==> config.mk <==
export PLATFORM = sky130hd
export DESIGN_NAME = adc_frontend
export DESIGN_NICKNAME = d
export VERILOG_FILES = /design/src/rtl/adc_pkg.sv /design/src/rtl/adc_frontend.sv /design/src/rtl/oversample_filter.sv /design/src/rtl/clk_sync.sv /design/src/rtl/adc_controller.sv
export SDC_FILE = /design/constraint.sdc
export NUM_CORES = 1
export LEC_CHECK = 0
export ABC_AREA = 1
export BUFFER_PORTS_ARGS = -buffer_cell sky130_fd_sc_hd__buf_2
export CORE_UTILIZATION = 60
export CTS_BUF_LIST = sky130_fd_sc_hd__clkbuf_8
export DETAILED_ROUTE_END_ITERATION = 10
export PLACE_DENSITY = 0.8
export SKIP_LAST_GASP = 1
export SYNTH_ARGS = -nofsm -noshare
export SYNTH_HDL_FRONTEND = slang
export SYNTH_HIERARCHICAL = 1
export SYNTH_SLANG_ARGS = --single-unit
==> constraint.sdc <==
create_clock -name sync_clk_in -period 3.9 [get_ports sync_clk_in]
set_clock_uncertainty 0.05 [all_clocks]
set_input_delay 0.585 -clock sync_clk_in [delete_from_list [all_inputs] [get_ports sync_clk_in]]
set_output_delay 0.585 -clock sync_clk_in [all_outputs]
set_load 0.005 [all_outputs]
==> src/rtl/adc_pkg.sv <==
`default_nettype none

package adc_pkg;

    //////////////////////////////////////////////////////////////////////
    // data path widths
    //////////////////////////////////////////////////////////////////////

    // one converter result word
    localparam int W_DATA = 18;
    // channel number carried with each word
    localparam int W_CHS = 3;
    // channels over both chips
    localparam int N_ADC = 8;
    // analog mux inputs per chip, chip b channels sit N_MUX above chip a
    localparam int N_MUX = 4;
    localparam int W_MUX = 2;

    //////////////////////////////////////////////////////////////////////
    // controller timing
    //////////////////////////////////////////////////////////////////////

    // cycles from the cnv pulse to the first rising sclk
    localparam int CONV_CYCLES = 6;
    // dv level length, the serializer needs at least 4
    localparam int DV_HOLD_CYCLES = 4;

    // counter widths
    localparam int W_CYC = $clog2((CONV_CYCLES > DV_HOLD_CYCLES) ? CONV_CYCLES : DV_HOLD_CYCLES);
    localparam int W_BIT = $clog2(W_DATA);

    // terminal counts, sized to match the counters
    localparam logic [W_CYC-1:0] CONV_LAST = W_CYC'(CONV_CYCLES - 1);
    localparam logic [W_CYC-1:0] HOLD_LAST = W_CYC'(DV_HOLD_CYCLES - 1);
    localparam logic [W_BIT-1:0] BIT_LAST = W_BIT'(W_DATA - 1);
    localparam logic [W_MUX-1:0] MUX_LAST = W_MUX'(N_MUX - 1);
    localparam logic [W_CHS-1:0] CHAN_B_OFFSET = W_CHS'(N_MUX);

    //////////////////////////////////////////////////////////////////////
    // oversampling
    //////////////////////////////////////////////////////////////////////

    // four samples per result
    localparam int OSR_LOG2 = 2;
    // room for the full sum without overflow
    localparam int W_ACC = W_DATA + OSR_LOG2;

endpackage

`default_nettype wire
==> src/rtl/adc_frontend.sv <==
`timescale 1ns/1ps
`default_nettype none

module adc_frontend (
    input  wire logic                       sync_clk_in,
    input  wire logic                       reset_in,
    // converter pins
    input  wire logic                       sdo_a,
    input  wire logic                       sdo_b,
    output logic                            cnv,
    output logic                            sclk,
    output logic [adc_pkg::W_MUX-1:0]       mux_sel,
    // averaged results
    output logic                            result_valid,
    output logic [adc_pkg::W_CHS-1:0]       result_chan,
    output logic [adc_pkg::W_DATA-1:0]      result_data
);

    //////////////////////////////////////////////////////////////////////
    // internal links
    //////////////////////////////////////////////////////////////////////

    // controller to serializer, a held pair with a dv level
    logic                       dv;
    logic [adc_pkg::W_CHS-1:0]  chan_a;
    logic [adc_pkg::W_CHS-1:0]  chan_b;
    logic [adc_pkg::W_DATA-1:0] data_a;
    logic [adc_pkg::W_DATA-1:0] data_b;

    // serializer to filter, one word per strobe
    logic                       sync_dv;
    logic [adc_pkg::W_CHS-1:0]  sync_chan;
    logic [adc_pkg::W_DATA-1:0] sync_data;

    //////////////////////////////////////////////////////////////////////
    // input side
    //////////////////////////////////////////////////////////////////////

    adc_controller u_controller (
        .sync_clk_in (sync_clk_in),
        .reset_in    (reset_in),
        .sdo_a       (sdo_a),
        .sdo_b       (sdo_b),
        .cnv         (cnv),
        .sclk        (sclk),
        .mux_sel     (mux_sel),
        .dv          (dv),
        .chan_a      (chan_a),
        .chan_b      (chan_b),
        .data_a      (data_a),
        .data_b      (data_b)
    );

    //////////////////////////////////////////////////////////////////////
    // processing
    //////////////////////////////////////////////////////////////////////

    clk_sync u_sync (
        .sync_clk_in (sync_clk_in),
        .reset_in    (reset_in),
        .dv_in       (dv),
        .chan_a_in   (chan_a),
        .chan_b_in   (chan_b),
        .data_a_in   (data_a),
        .data_b_in   (data_b),
        .dv_out      (sync_dv),
        .chan_out    (sync_chan),
        .data_out    (sync_data)
    );

    // results leave the block straight from the filter registers
    oversample_filter u_filter (
        .sync_clk_in  (sync_clk_in),
        .reset_in     (reset_in),
        .dv_in        (sync_dv),
        .chan_in      (sync_chan),
        .data_in      (sync_data),
        .result_valid (result_valid),
        .result_chan  (result_chan),
        .result_data  (result_data)
    );

endmodule

`default_nettype wire

==> src/rtl/oversample_filter.sv <==
`timescale 1ns/1ps
`default_nettype none

module oversample_filter (
    input  wire logic                       sync_clk_in,
    input  wire logic                       reset_in,
    // one word per strobe from the serializer
    input  wire logic                       dv_in,
    input  wire logic [adc_pkg::W_CHS-1:0]  chan_in,
    input  wire logic [adc_pkg::W_DATA-1:0] data_in,
    // averaged result, one per channel per 2^OSR_LOG2 samples
    output logic                            result_valid,
    output logic [adc_pkg::W_CHS-1:0]       result_chan,
    output logic [adc_pkg::W_DATA-1:0]      result_data
);

    //////////////////////////////////////////////////////////////////////
    // per channel state
    //////////////////////////////////////////////////////////////////////

    // running sums
    logic [adc_pkg::W_ACC-1:0]    acc [adc_pkg::N_ADC];
    // samples taken so far in the current block
    logic [adc_pkg::OSR_LOG2-1:0] cnt [adc_pkg::N_ADC];

    // sum including the incoming sample
    logic [adc_pkg::W_ACC-1:0] sum;
    // incoming sample completes the block
    logic                      last_sample;

    //////////////////////////////////////////////////////////////////////
    // accumulate
    //////////////////////////////////////////////////////////////////////

    // the wider accumulator holds four full scale words
    assign sum = acc[chan_in] + {{adc_pkg::OSR_LOG2{1'b0}}, data_in};

    // counter all ones means this is sample 2^OSR_LOG2
    assign last_sample = &cnt[chan_in];

    always_ff @(posedge sync_clk_in) begin
        if (reset_in) begin
            for (int i = 0; i < adc_pkg::N_ADC; i++) begin
                acc[i] <= '0;
                cnt[i] <= '0;
            end
        end else if (dv_in) begin
            // counter wraps back to zero on the last sample
            cnt[chan_in] <= cnt[chan_in] + 1'b1;
            if (last_sample) begin
                // next block starts from an empty sum
                acc[chan_in] <= '0;
            end else begin
                acc[chan_in] <= sum;
            end
        end
    end

    //////////////////////////////////////////////////////////////////////
    // result
    //////////////////////////////////////////////////////////////////////

    // strobe one cycle after the completing sample
    always_ff @(posedge sync_clk_in) begin
        if (reset_in) begin
            result_valid <= 1'b0;
        end else begin
            result_valid <= dv_in && last_sample;
        end
    end

    // truncated mean, dropping the low OSR_LOG2 bits of the sum
    always_ff @(posedge sync_clk_in) begin
        if (dv_in && last_sample) begin
            result_chan <= chan_in;
            result_data <= sum[adc_pkg::W_ACC-1:adc_pkg::OSR_LOG2];
        end
    end

endmodule

`default_nettype wire

==> src/rtl/clk_sync.sv <==
`timescale 1ns/1ps
`default_nettype none

module clk_sync (
    input  wire logic                       sync_clk_in,
    input  wire logic                       reset_in,
    // held pair from the controller
    input  wire logic                       dv_in,
    input  wire logic [adc_pkg::W_CHS-1:0]  chan_a_in,
    input  wire logic [adc_pkg::W_CHS-1:0]  chan_b_in,
    input  wire logic [adc_pkg::W_DATA-1:0] data_a_in,
    input  wire logic [adc_pkg::W_DATA-1:0] data_b_in,
    // one word per strobe to the filter
    output logic                            dv_out,
    output logic [adc_pkg::W_CHS-1:0]       chan_out,
    output logic [adc_pkg::W_DATA-1:0]      data_out
);

    //////////////////////////////////////////////////////////////////////
    // state and captured pair
    //////////////////////////////////////////////////////////////////////

    typedef enum logic [2:0] {
        ST_WAIT_DVH,
        ST_HOLD,
        ST_SEND_A,
        ST_SEND_B,
        ST_WAIT_DVL
    } state_t;

    state_t state;

    logic [adc_pkg::W_CHS-1:0]  chan_a_q;
    logic [adc_pkg::W_CHS-1:0]  chan_b_q;
    logic [adc_pkg::W_DATA-1:0] data_a_q;
    logic [adc_pkg::W_DATA-1:0] data_b_q;

    //////////////////////////////////////////////////////////////////////
    // pair capture
    //////////////////////////////////////////////////////////////////////

    // latch on the first edge that sees dv high
    always_ff @(posedge sync_clk_in) begin
        if (state == ST_WAIT_DVH && dv_in) begin
            chan_a_q <= chan_a_in;
            chan_b_q <= chan_b_in;
            data_a_q <= data_a_in;
            data_b_q <= data_b_in;
        end
    end

    //////////////////////////////////////////////////////////////////////
    // sequencer
    //////////////////////////////////////////////////////////////////////

    always_ff @(posedge sync_clk_in) begin
        if (reset_in) begin
            state <= ST_WAIT_DVH;
        end else begin
            case (state)
                ST_WAIT_DVH: begin
                    if (dv_in) begin
                        state <= ST_HOLD;
                    end
                end
                // one cycle for the captured words to settle
                ST_HOLD:   state <= ST_SEND_A;
                ST_SEND_A: state <= ST_SEND_B;
                ST_SEND_B: state <= ST_WAIT_DVL;
                ST_WAIT_DVL: begin
                    // a pair is sent once per dv level
                    if (!dv_in) begin
                        state <= ST_WAIT_DVH;
                    end
                end
                default: begin
                    state <= ST_WAIT_DVH;
                end
            endcase
        end
    end

    //////////////////////////////////////////////////////////////////////
    // output mux
    //////////////////////////////////////////////////////////////////////

    // zero outside the two send states
    always_comb begin
        dv_out   = 1'b0;
        chan_out = '0;
        data_out = '0;
        case (state)
            ST_SEND_A: begin
                dv_out   = 1'b1;
                chan_out = chan_a_q;
                data_out = data_a_q;
            end
            ST_SEND_B: begin
                dv_out   = 1'b1;
                chan_out = chan_b_q;
                data_out = data_b_q;
            end
            default: begin
                dv_out = 1'b0;
            end
        endcase
    end

endmodule

`default_nettype wire

==> src/rtl/adc_controller.sv <==
`timescale 1ns/1ps
`default_nettype none

module adc_controller (
    input  wire logic                       sync_clk_in,
    input  wire logic                       reset_in,
    // serial result bits, msb first
    input  wire logic                       sdo_a,
    input  wire logic                       sdo_b,
    // converter control, shared by both chips
    output logic                            cnv,
    output logic                            sclk,
    output logic [adc_pkg::W_MUX-1:0]       mux_sel,
    // held result pair for the serializer
    output logic                            dv,
    output logic [adc_pkg::W_CHS-1:0]       chan_a,
    output logic [adc_pkg::W_CHS-1:0]       chan_b,
    output logic [adc_pkg::W_DATA-1:0]      data_a,
    output logic [adc_pkg::W_DATA-1:0]      data_b
);

    //////////////////////////////////////////////////////////////////////
    // state and counters
    //////////////////////////////////////////////////////////////////////

    typedef enum logic [2:0] {
        ST_IDLE,
        ST_CONVERT,
        ST_SHIFT,
        ST_HOLD,
        ST_ADVANCE
    } state_t;

    state_t state;

    // times the conversion wait and the dv hold
    logic [adc_pkg::W_CYC-1:0] cycle_cnt;
    // counts finished sclk periods in the shift
    logic [adc_pkg::W_BIT-1:0] bit_cnt;

    //////////////////////////////////////////////////////////////////////
    // channel numbers
    //////////////////////////////////////////////////////////////////////

    // chip a channels follow mux_sel directly
    assign chan_a = {{(adc_pkg::W_CHS - adc_pkg::W_MUX){1'b0}}, mux_sel};
    // chip b is numbered one mux bank higher
    assign chan_b = chan_a + adc_pkg::CHAN_B_OFFSET;

    //////////////////////////////////////////////////////////////////////
    // serial shift registers
    //////////////////////////////////////////////////////////////////////

    // both words fill msb first on the cycle sclk rises
    // they stay untouched from the last bit until the next shift
    always_ff @(posedge sync_clk_in) begin
        if ((state == ST_CONVERT && cycle_cnt == adc_pkg::CONV_LAST) ||
            (state == ST_SHIFT && !sclk)) begin
            data_a <= {data_a[adc_pkg::W_DATA-2:0], sdo_a};
            data_b <= {data_b[adc_pkg::W_DATA-2:0], sdo_b};
        end
    end

    //////////////////////////////////////////////////////////////////////
    // conversion sequencer
    //////////////////////////////////////////////////////////////////////

    always_ff @(posedge sync_clk_in) begin
        if (reset_in) begin
            state     <= ST_IDLE;
            cnv       <= 1'b0;
            sclk      <= 1'b0;
            dv        <= 1'b0;
            mux_sel   <= '0;
            cycle_cnt <= '0;
            bit_cnt   <= '0;
        end else begin
            // cnv is a single cycle pulse
            cnv <= 1'b0;
            case (state)
                ST_IDLE: begin
                    // mux_sel has settled for a cycle, start the conversion
                    cnv       <= 1'b1;
                    cycle_cnt <= '0;
                    state     <= ST_CONVERT;
                end
                ST_CONVERT: begin
                    if (cycle_cnt == adc_pkg::CONV_LAST) begin
                        // first rising sclk, msb is sampled with it
                        sclk    <= 1'b1;
                        bit_cnt <= '0;
                        state   <= ST_SHIFT;
                    end else begin
                        cycle_cnt <= cycle_cnt + 1'b1;
                    end
                end
                ST_SHIFT: begin
                    // sclk runs at half the system clock
                    sclk <= ~sclk;
                    if (sclk) begin
                        if (bit_cnt == adc_pkg::BIT_LAST) begin
                            // last falling edge, words are complete
                            dv        <= 1'b1;
                            cycle_cnt <= '0;
                            state     <= ST_HOLD;
                        end else begin
                            bit_cnt <= bit_cnt + 1'b1;
                        end
                    end
                end
                ST_HOLD: begin
                    // dv stays high long enough for the serializer
                    if (cycle_cnt == adc_pkg::HOLD_LAST) begin
                        dv    <= 1'b0;
                        state <= ST_ADVANCE;
                    end else begin
                        cycle_cnt <= cycle_cnt + 1'b1;
                    end
                end
                ST_ADVANCE: begin
                    // idle cycle, then step to the next mux input
                    if (mux_sel == adc_pkg::MUX_LAST) begin
                        mux_sel <= '0;
                    end else begin
                        mux_sel <= mux_sel + 1'b1;
                    end
                    state <= ST_IDLE;
                end
                default: begin
                    state <= ST_IDLE;
                end
            endcase
        end
    end

endmodule

`default_nettype wire

==> reports/qor.yml, run 1 <==
final.period_utilization_pct: 96.3
synth.distinct_cells: 44
cts_tree: "done"
die_y_um: 149
num-fill-cells: 1471
diodes: 0
port_buffers: 29
p_leak_nw: 5.95
slew_headroom_pct: 23.9
grt_pass1_wl_um: 49800
cts_made_buffers: 46
hpwl_um: 21300
setup_viol: 0
drv_slew: 0
die_w_um: 149
cts.path.max_buffers: 3
drive_gt1_share_pct: 18.7
finalHoldViolations: 0
worst_pin_slew_ns: 1.14
clk_latency_ns: 0.58
crit_path_cell_trace: "buf_4, nor2_4, nand3_1, nand2_2, inv_2, nor3_2, buf_4, nand2_1, nand2_1, a221oi_2, nand4_1, ha_4, nand2_1, inv_1, nand2_1, nand2_1, nand3b_1, xor2_1, buf_4, nand2_1, buf_4, nor2_1"
period_needed_ns: 3.76
synth_edf_count: 275
remaining_drc_errors: 0
postSynthCellCount: 1176
viasPerCell: 5.90
design.core.area_um2: 21100
power.density_nw_per_um2: 533
post-place-ws_ns: -0.0303
seq_area_frac_synth_pct: 66.8
startpoint_type: "register"
grt_pass1_vias: 9336
reg2reg_slack_ns: 0.14
clkTransAtPathRegs_ns: 0.06
fin_nets: 1330
syn_area_um2: 13000
fp-row-count: 53
ctsHoldBuffers: 0
ys_ff_latch: 295
area_growth_pct: 15.9
cpMostUsedCell: "nand2_1"
die_area_um2: 22200
async_flop_share_pct: 0
synthesis.nets: 1206
power_mw: 8.00
min-delay-path-class: "in2reg"
firstDrtPassIters: 7
routabilityCongestion: 0.940
peakVddDrop_v: 0.000391
worst-setup-path-type: "reg2reg"
grt_max_degree: 43
max_stage_delay_ns: 0.34
final_core_util_pct: 71.2
grt_antenna_before_repair: 0
cp_max_fo: 12
run_status: "complete, no violations"
ant_nets: 0
synth_ff_type: "edfxtp_1"
required_ns: 4.16
critical-path-slowest-cell: "nor3_2"
ys_warn_count: 6
overflow: 0
timing.fmax_mhz: 266
ios: 30
critPathCaptureType: "register"
syn_avg_cell_area_um2: 11.0
clockRootBuffer: "clkbuf_8"
routed_wirelength_um: 32200
cap_violations: 0
cts_num_sinks: 295
worstPathArrival_ns: 4.01
htree_num_levels: 2
finalWorstSetupSlack_ns: 0.144
wl_per_cell_um: 20.0
drtIter0Drc: 1123
grt.total_usage_pct: 30.0
start_util_pct: 61.5
vias: 9521
## logic make-up after synthesis
logic type	Yosys count	synth area share, %
flops	295	66.8
xor+xnor	9	0.608
buf+inv	134	4.53
other cells	2	0.0579
simple gates	601	19.7
compound gates	109	5.78
fa+ha+maj	26	2.57
## cell usage in the layout, fill, tap and decap left out, drive strengths merged, types with 21 or more instances in the layout
cell / n
a21oi: 29
ha: 25
nor2: 241
clkbuf: 49
nand3: 61
a221oi: 21
edfxtp: 275
inv: 104
nand2: 257
buf: 122
## final timing paths
check / from / to / cells past startpoint
worst max-delay path: u_sync/state[2] / u_filter/acc[3][10] / 22
worst min-delay path: sdo_b / u_controller/data_b[0] / 1
worst max register to register: u_sync/state[2] / u_filter/acc[3][10] / 22
worst min register to register: u_controller/data_a[17] / u_sync/data_a_q[17] / 0
## area by class of cell
| type | instances | area [um^2] | share of cell area, % |
|---|---|---|---|
| clock inverters | 37 | 215 | 1.43 |
| multi-input cells | 747 | 3840 | 25.6 |
| flip-flops and latches | 295 | 8660 | 57.6 |
| clock buffers | 49 | 674 | 4.49 |
| repair inverters | 1 | 6.26 | 0.0416 |
| well taps | 275 | 344 | 2.29 |
| repair buffers | 122 | 935 | 6.22 |
| inverters | 87 | 344 | 2.29 |
## cells in the mapped netlist (7+ instances only)
library cell  instances  share of area, %
o21ai_0              17              0.66
edfxtp_1            275                64
inv_2                11              0.32
clkbuf_1             11              0.32
a22oi_1              16              0.93
nand3b_1              7              0.41
a22o_1                7              0.47
xor2_1                7              0.47
nand2_1             242               7.0
nand2_2              14              0.68
o2bb2ai_1             8              0.54
a21oi_1              29               1.1
nand3_2               7              0.54
nand4_1              13              0.63
buf_2                23              0.89
nand3_1              54               2.1
ha_1                 25               2.4
inv_1                75               2.2
buf_4                11              0.64
a221oi_1             20               1.4
and2_1                9              0.43
nor2_1              235               6.8
dfxtp_1              20               3.1
## timing repair
item	CTS	global route
endpoints found under the hold margin	0	0
resized for setup	3	35
setup endpoints to repair	17	146
gates cloned	0	1
buffers inserted	0	5
pin swaps	1	5
## registers in the layout, summed over array words and instances (netlist names), 2 cells and up
register / count
u_filter/result_chan: 3
u_controller/cycle_cnt: 3
u_controller/state: 3
u_filter/cnt: 16
u_sync/data_a_q: 18
u_filter/acc: 160
u_controller/data_b: 18
u_sync/data_b_q: 18
u_sync/state: 3
u_controller/bit_cnt: 5
u_sync/chan_b_q: 3
u_sync/chan_a_q: 3
u_controller/data_a: 18
u_filter/result_data: 18
u_controller/mux_sel: 2
## through the flow
stage | instances | hold WS [ns] | instance area, um^2 | setup TNS (ns)
after floorplan | 1176 | 0.350 | 13000 | 0
after global placement | 1521 | 0.350 | 13900 | 0
after detailed placement | 1521 | 0.355 | 13900 | -0.0771
after CTS | 1607 | 0.121 | 14800 | 0
after global routing | 1613 | 0.124 | 15000 | -0.0132
final | 1613 | 0.137 | 15000 | 0
## power breakdown
part	switching, mW	internal, mW
clock network	1.19	1.30
logic	1.03	0.549
registers	0.112	3.82
total	2.33	5.67
## worst max-delay path, delay by kind of cell (launching register included)
kind / cells / cell delay, ns
AND/OR/NAND/NOR: 13 / 1.73
buffers and inverters: 6 / 0.91
flip-flops: 1 / 0.32
adder cells (fa/ha/maj): 1 / 0.25
XOR/XNOR: 1 / 0.18
AO/OA/AOI/OAI: 1 / 0.05
## per-layer routing
layer,vias to the layer above,share of wire (%),track usage [%]
met5,-,0,0
li1,4294,-,-
met4,0,4.3,14.0
met2,589,46,47.6
met3,104,11,5.96
met1,4534,38,40.1
(Power assumes the default switching activity.)
==> inputs of run 2 (changes only) <==
Settings changed: CTS_CLUSTER_DIAMETER from default to 150, PLACE_DENSITY 0.8 to 0.77, SYNTH_HIERARCHICAL 1 to default.
==> reports/qor.yml, run 2 <==
synth_compound_area_share_pct: 7.63  # +1.8 points
die_area_um2: 22000  # -0.92%
port_buffers: 29  # unchanged
yosys.area.top_type_share_pct: 63.3  # -0.33 points
drtIter0Drc: 966  # -14%
clkTransAtPathRegs_ns: 0.06  # about the same
peakVddDrop_v: 0.000392  # +0.14%
rsz0062_at_grt: "false"
final_common_cell: "edfxtp_1"
hpwl_um: 19400  # -8.8%
clockRootBuffer: "clkbuf_8"
slew_headroom_pct: 67.0  # +43 points
cts_resized: 0  # -3
cts_num_sinks: 291  # -1.4%
min-delay-path-class: "in2reg"
viasPerCell: 5.85  # -0.84%
final.period_utilization_pct: 93.1  # -3.2 points
cap_violations: 0  # unchanged
power.density_nw_per_um2: 536  # +0.70%
regMostFlops: "u_filter.acc"
overflow: 0  # unchanged
hold_slack_ns: 0.143  # +0.00587 ns
cts.path.max_buffers: 3  # unchanged
critPathCaptureType: "register"
synthAdderAreaFrac_pct: 2.59  # +0.024 points
finalWorstSetupSlack_ns: 0.269  # +0.125 ns
grt.total_usage_pct: 28.5  # -1.5 points
grt_antenna_before_repair: 0  # unchanged
timing.fmax_mhz: 275  # +3.4%
worstPathArrival_ns: 3.98  # -0.03 ns
grt_max_degree: 78  # +81%
crit_path_cell_trace: "nand3_2, nand2_2, buf_4, a21oi_1, a221oi_1, ha_1, nand3_1, nand3_2, a21oi_2, o21ai_1, nand2_1, inv_1, o21ai_0, nand3_2, nor2_1"
ys_top_cells_by_area: "edfxtp_1 (63%), nand2_1 (7.2%), nor2_1 (6.3%)"
synthesis.nets: 1186  # -1.7%
area_growth_pct: 12.8
drive_gt1_share_pct: 14.7  # -4.0 points
yosysMostFrequentCell: "edfxtp_1"
firstDrtPassIters: 5  # -2
die_w_um: 148  # -0.46%
p_leak_nw: 5.55  # -6.7%
syn_area_um2: 12800  # -0.94%
postSynthCellCount: 1156  # -1.7%
max_stage_delay_ns: 0.51  # +0.17 ns
grt_pass1_wl_um: 47300  # -5.0%
syn_avg_cell_area_um2: 11.1  # +0.78%
yosys.area_share.xor_xnor_pct: 1.21  # +0.60 points
cp_max_fo: 8  # -4
design.core.area_um2: 21000  # -0.31%
critical-path-slowest-cell: "dfxtp_1"
synth_edf_count: 271  # -1.5%
async_flop_share_pct: 0  # unchanged
period_needed_ns: 3.63  # -0.125 ns
synth_common_cells: "edfxtp_1 (271), nand2_1 (247), nor2_1 (217)"
ys_ff_latch: 291  # -1.4%
ant_nets: 0  # unchanged
ctsHoldBuffers: 0  # unchanged
worst_pin_slew_ns: 0.495  # -0.644 ns
fp-row-count: 53  # unchanged
required_ns: 4.25  # +0.09 ns
cts_setup_buffers: 0  # unchanged
reg2reg_slack_ns: 0.27  # +0.13 ns
yosysTopAreaCell: "edfxtp_1"
synth.distinct_cells: 46  # +4.5%
synth_ff_type: "edfxtp_1"
start_util_pct: 61.1  # -0.38 points
startpoint_type: "register"
dp_cells: 1463  # -3.8%
diodes: 0  # unchanged
ios: 30  # unchanged
muxShareOfSynthArea_pct: 0  # unchanged
synth_top_family_by_area: "simple AND/OR/NAND/NOR gates"
cts_made_buffers: 47  # +2.2%
final_cell_count_no_fill: 1551  # -3.8%
yosys.area_share.simple_pct: 18.2  # -1.5 points
largest_reg_flops: 160  # unchanged
cpMostUsedCell: "nand3_2"
drv_slew: 0  # unchanged
fin_nets: 1269  # -4.6%
die_y_um: 148  # -0.46%
run_status: "complete, no violations"
routed_wirelength_um: 30900  # -3.9%
seq_area_frac_synth_pct: 66.5  # -0.30 points
wl_per_cell_um: 19.9  # -0.11%
remaining_drc_errors: 0  # unchanged
worst-setup-path-type: "reg2reg"
ys_warn_count: 0  # -6
vias: 9078  # -4.7%
setup_viol: 0  # unchanged
routabilityCongestion: 0.936  # -0.43%
finalHoldViolations: 0  # unchanged
cts_tree: "done"
grt_pass1_vias: 8836  # -5.4%
htree_num_levels: 2  # unchanged
post-place-ws_ns: 0.323  # +0.354 ns
mostFrequentLayoutCells: "edfxtp_1 (271), nand2_1 (246), nor2_1 (215), inv_1 (68), a21oi_1 (62)"
tns_ns: 0  # unchanged
clk_latency_ns: 0.57  # about the same
num-fill-cells: 1458  # -0.88%
run 2: critical path: cells and delay by family, from the launching register on:
kind / cells / cell delay [ns]
adder cells (fa/ha/maj): 1 / 0.37
flip-flops: 1 / 0.51
buffers and inverters: 2 / 0.25
AND/OR/NAND/NOR: 7 / 1.25
AO/OA/AOI/OAI: 5 / 1.03
run 2: layout make-up:
cell class,instances,area (um^2),share of cell area (%)
multi-input combinational,750,3830,26.4
clock inverter,39,204,1.41
timing repair buffer,88,693,4.78
clock buffer,47,647,4.46
inverter,61,231,1.60
sequential,291,8540,58.9
tap,275,344,2.37
run 2: logic make-up after synthesis:
group                      Yosys count
DFF                                291
AOI/OAI and AO/OA                  147
adders and majority gates           26
buffers and inverters              115
and+or+nand+nor                    561
xor gates and xnor gates            16
run 2: worst paths after layout:
path,endpoint,cells after the start,startpoint
min,u_controller.data_b[0],1,sdo_b
min reg2reg,u_sync.data_b_q[17],0,u_controller.data_b[17]
max,u_filter.acc[4][13],15,u_sync.state[0]
max reg2reg,u_filter.acc[4][13],15,u_sync.state[0]
run 2: report_power, final:
group	switching, mW	internal, mW
combinational	0.974	0.460
sequential	0.122	3.80
clock	1.21	1.21
run 2: per-layer routing:
layer / GRT usage, % / routed length (um) / vias to the layer above
li1: - / - / 4180
met1: 38.7 / 12200 / 4342
met2: 47.1 / 15200 / 491
met3: 3.80 / 2670 / 65
met4: 10.7 / 822 / 0
met5: 0 / 0 / -
run 2: metrics by stage:
step,area [um^2],util (%),power [mW]
2_1_floorplan,12900,-,4.90
3_3_place_gp,13600,64.6,5.32
3_5_place_dp,13600,64.6,5.37
4_1_cts,14400,68.6,7.76
5_1_grt,14500,68.9,8.09
6_report,14500,68.9,7.77
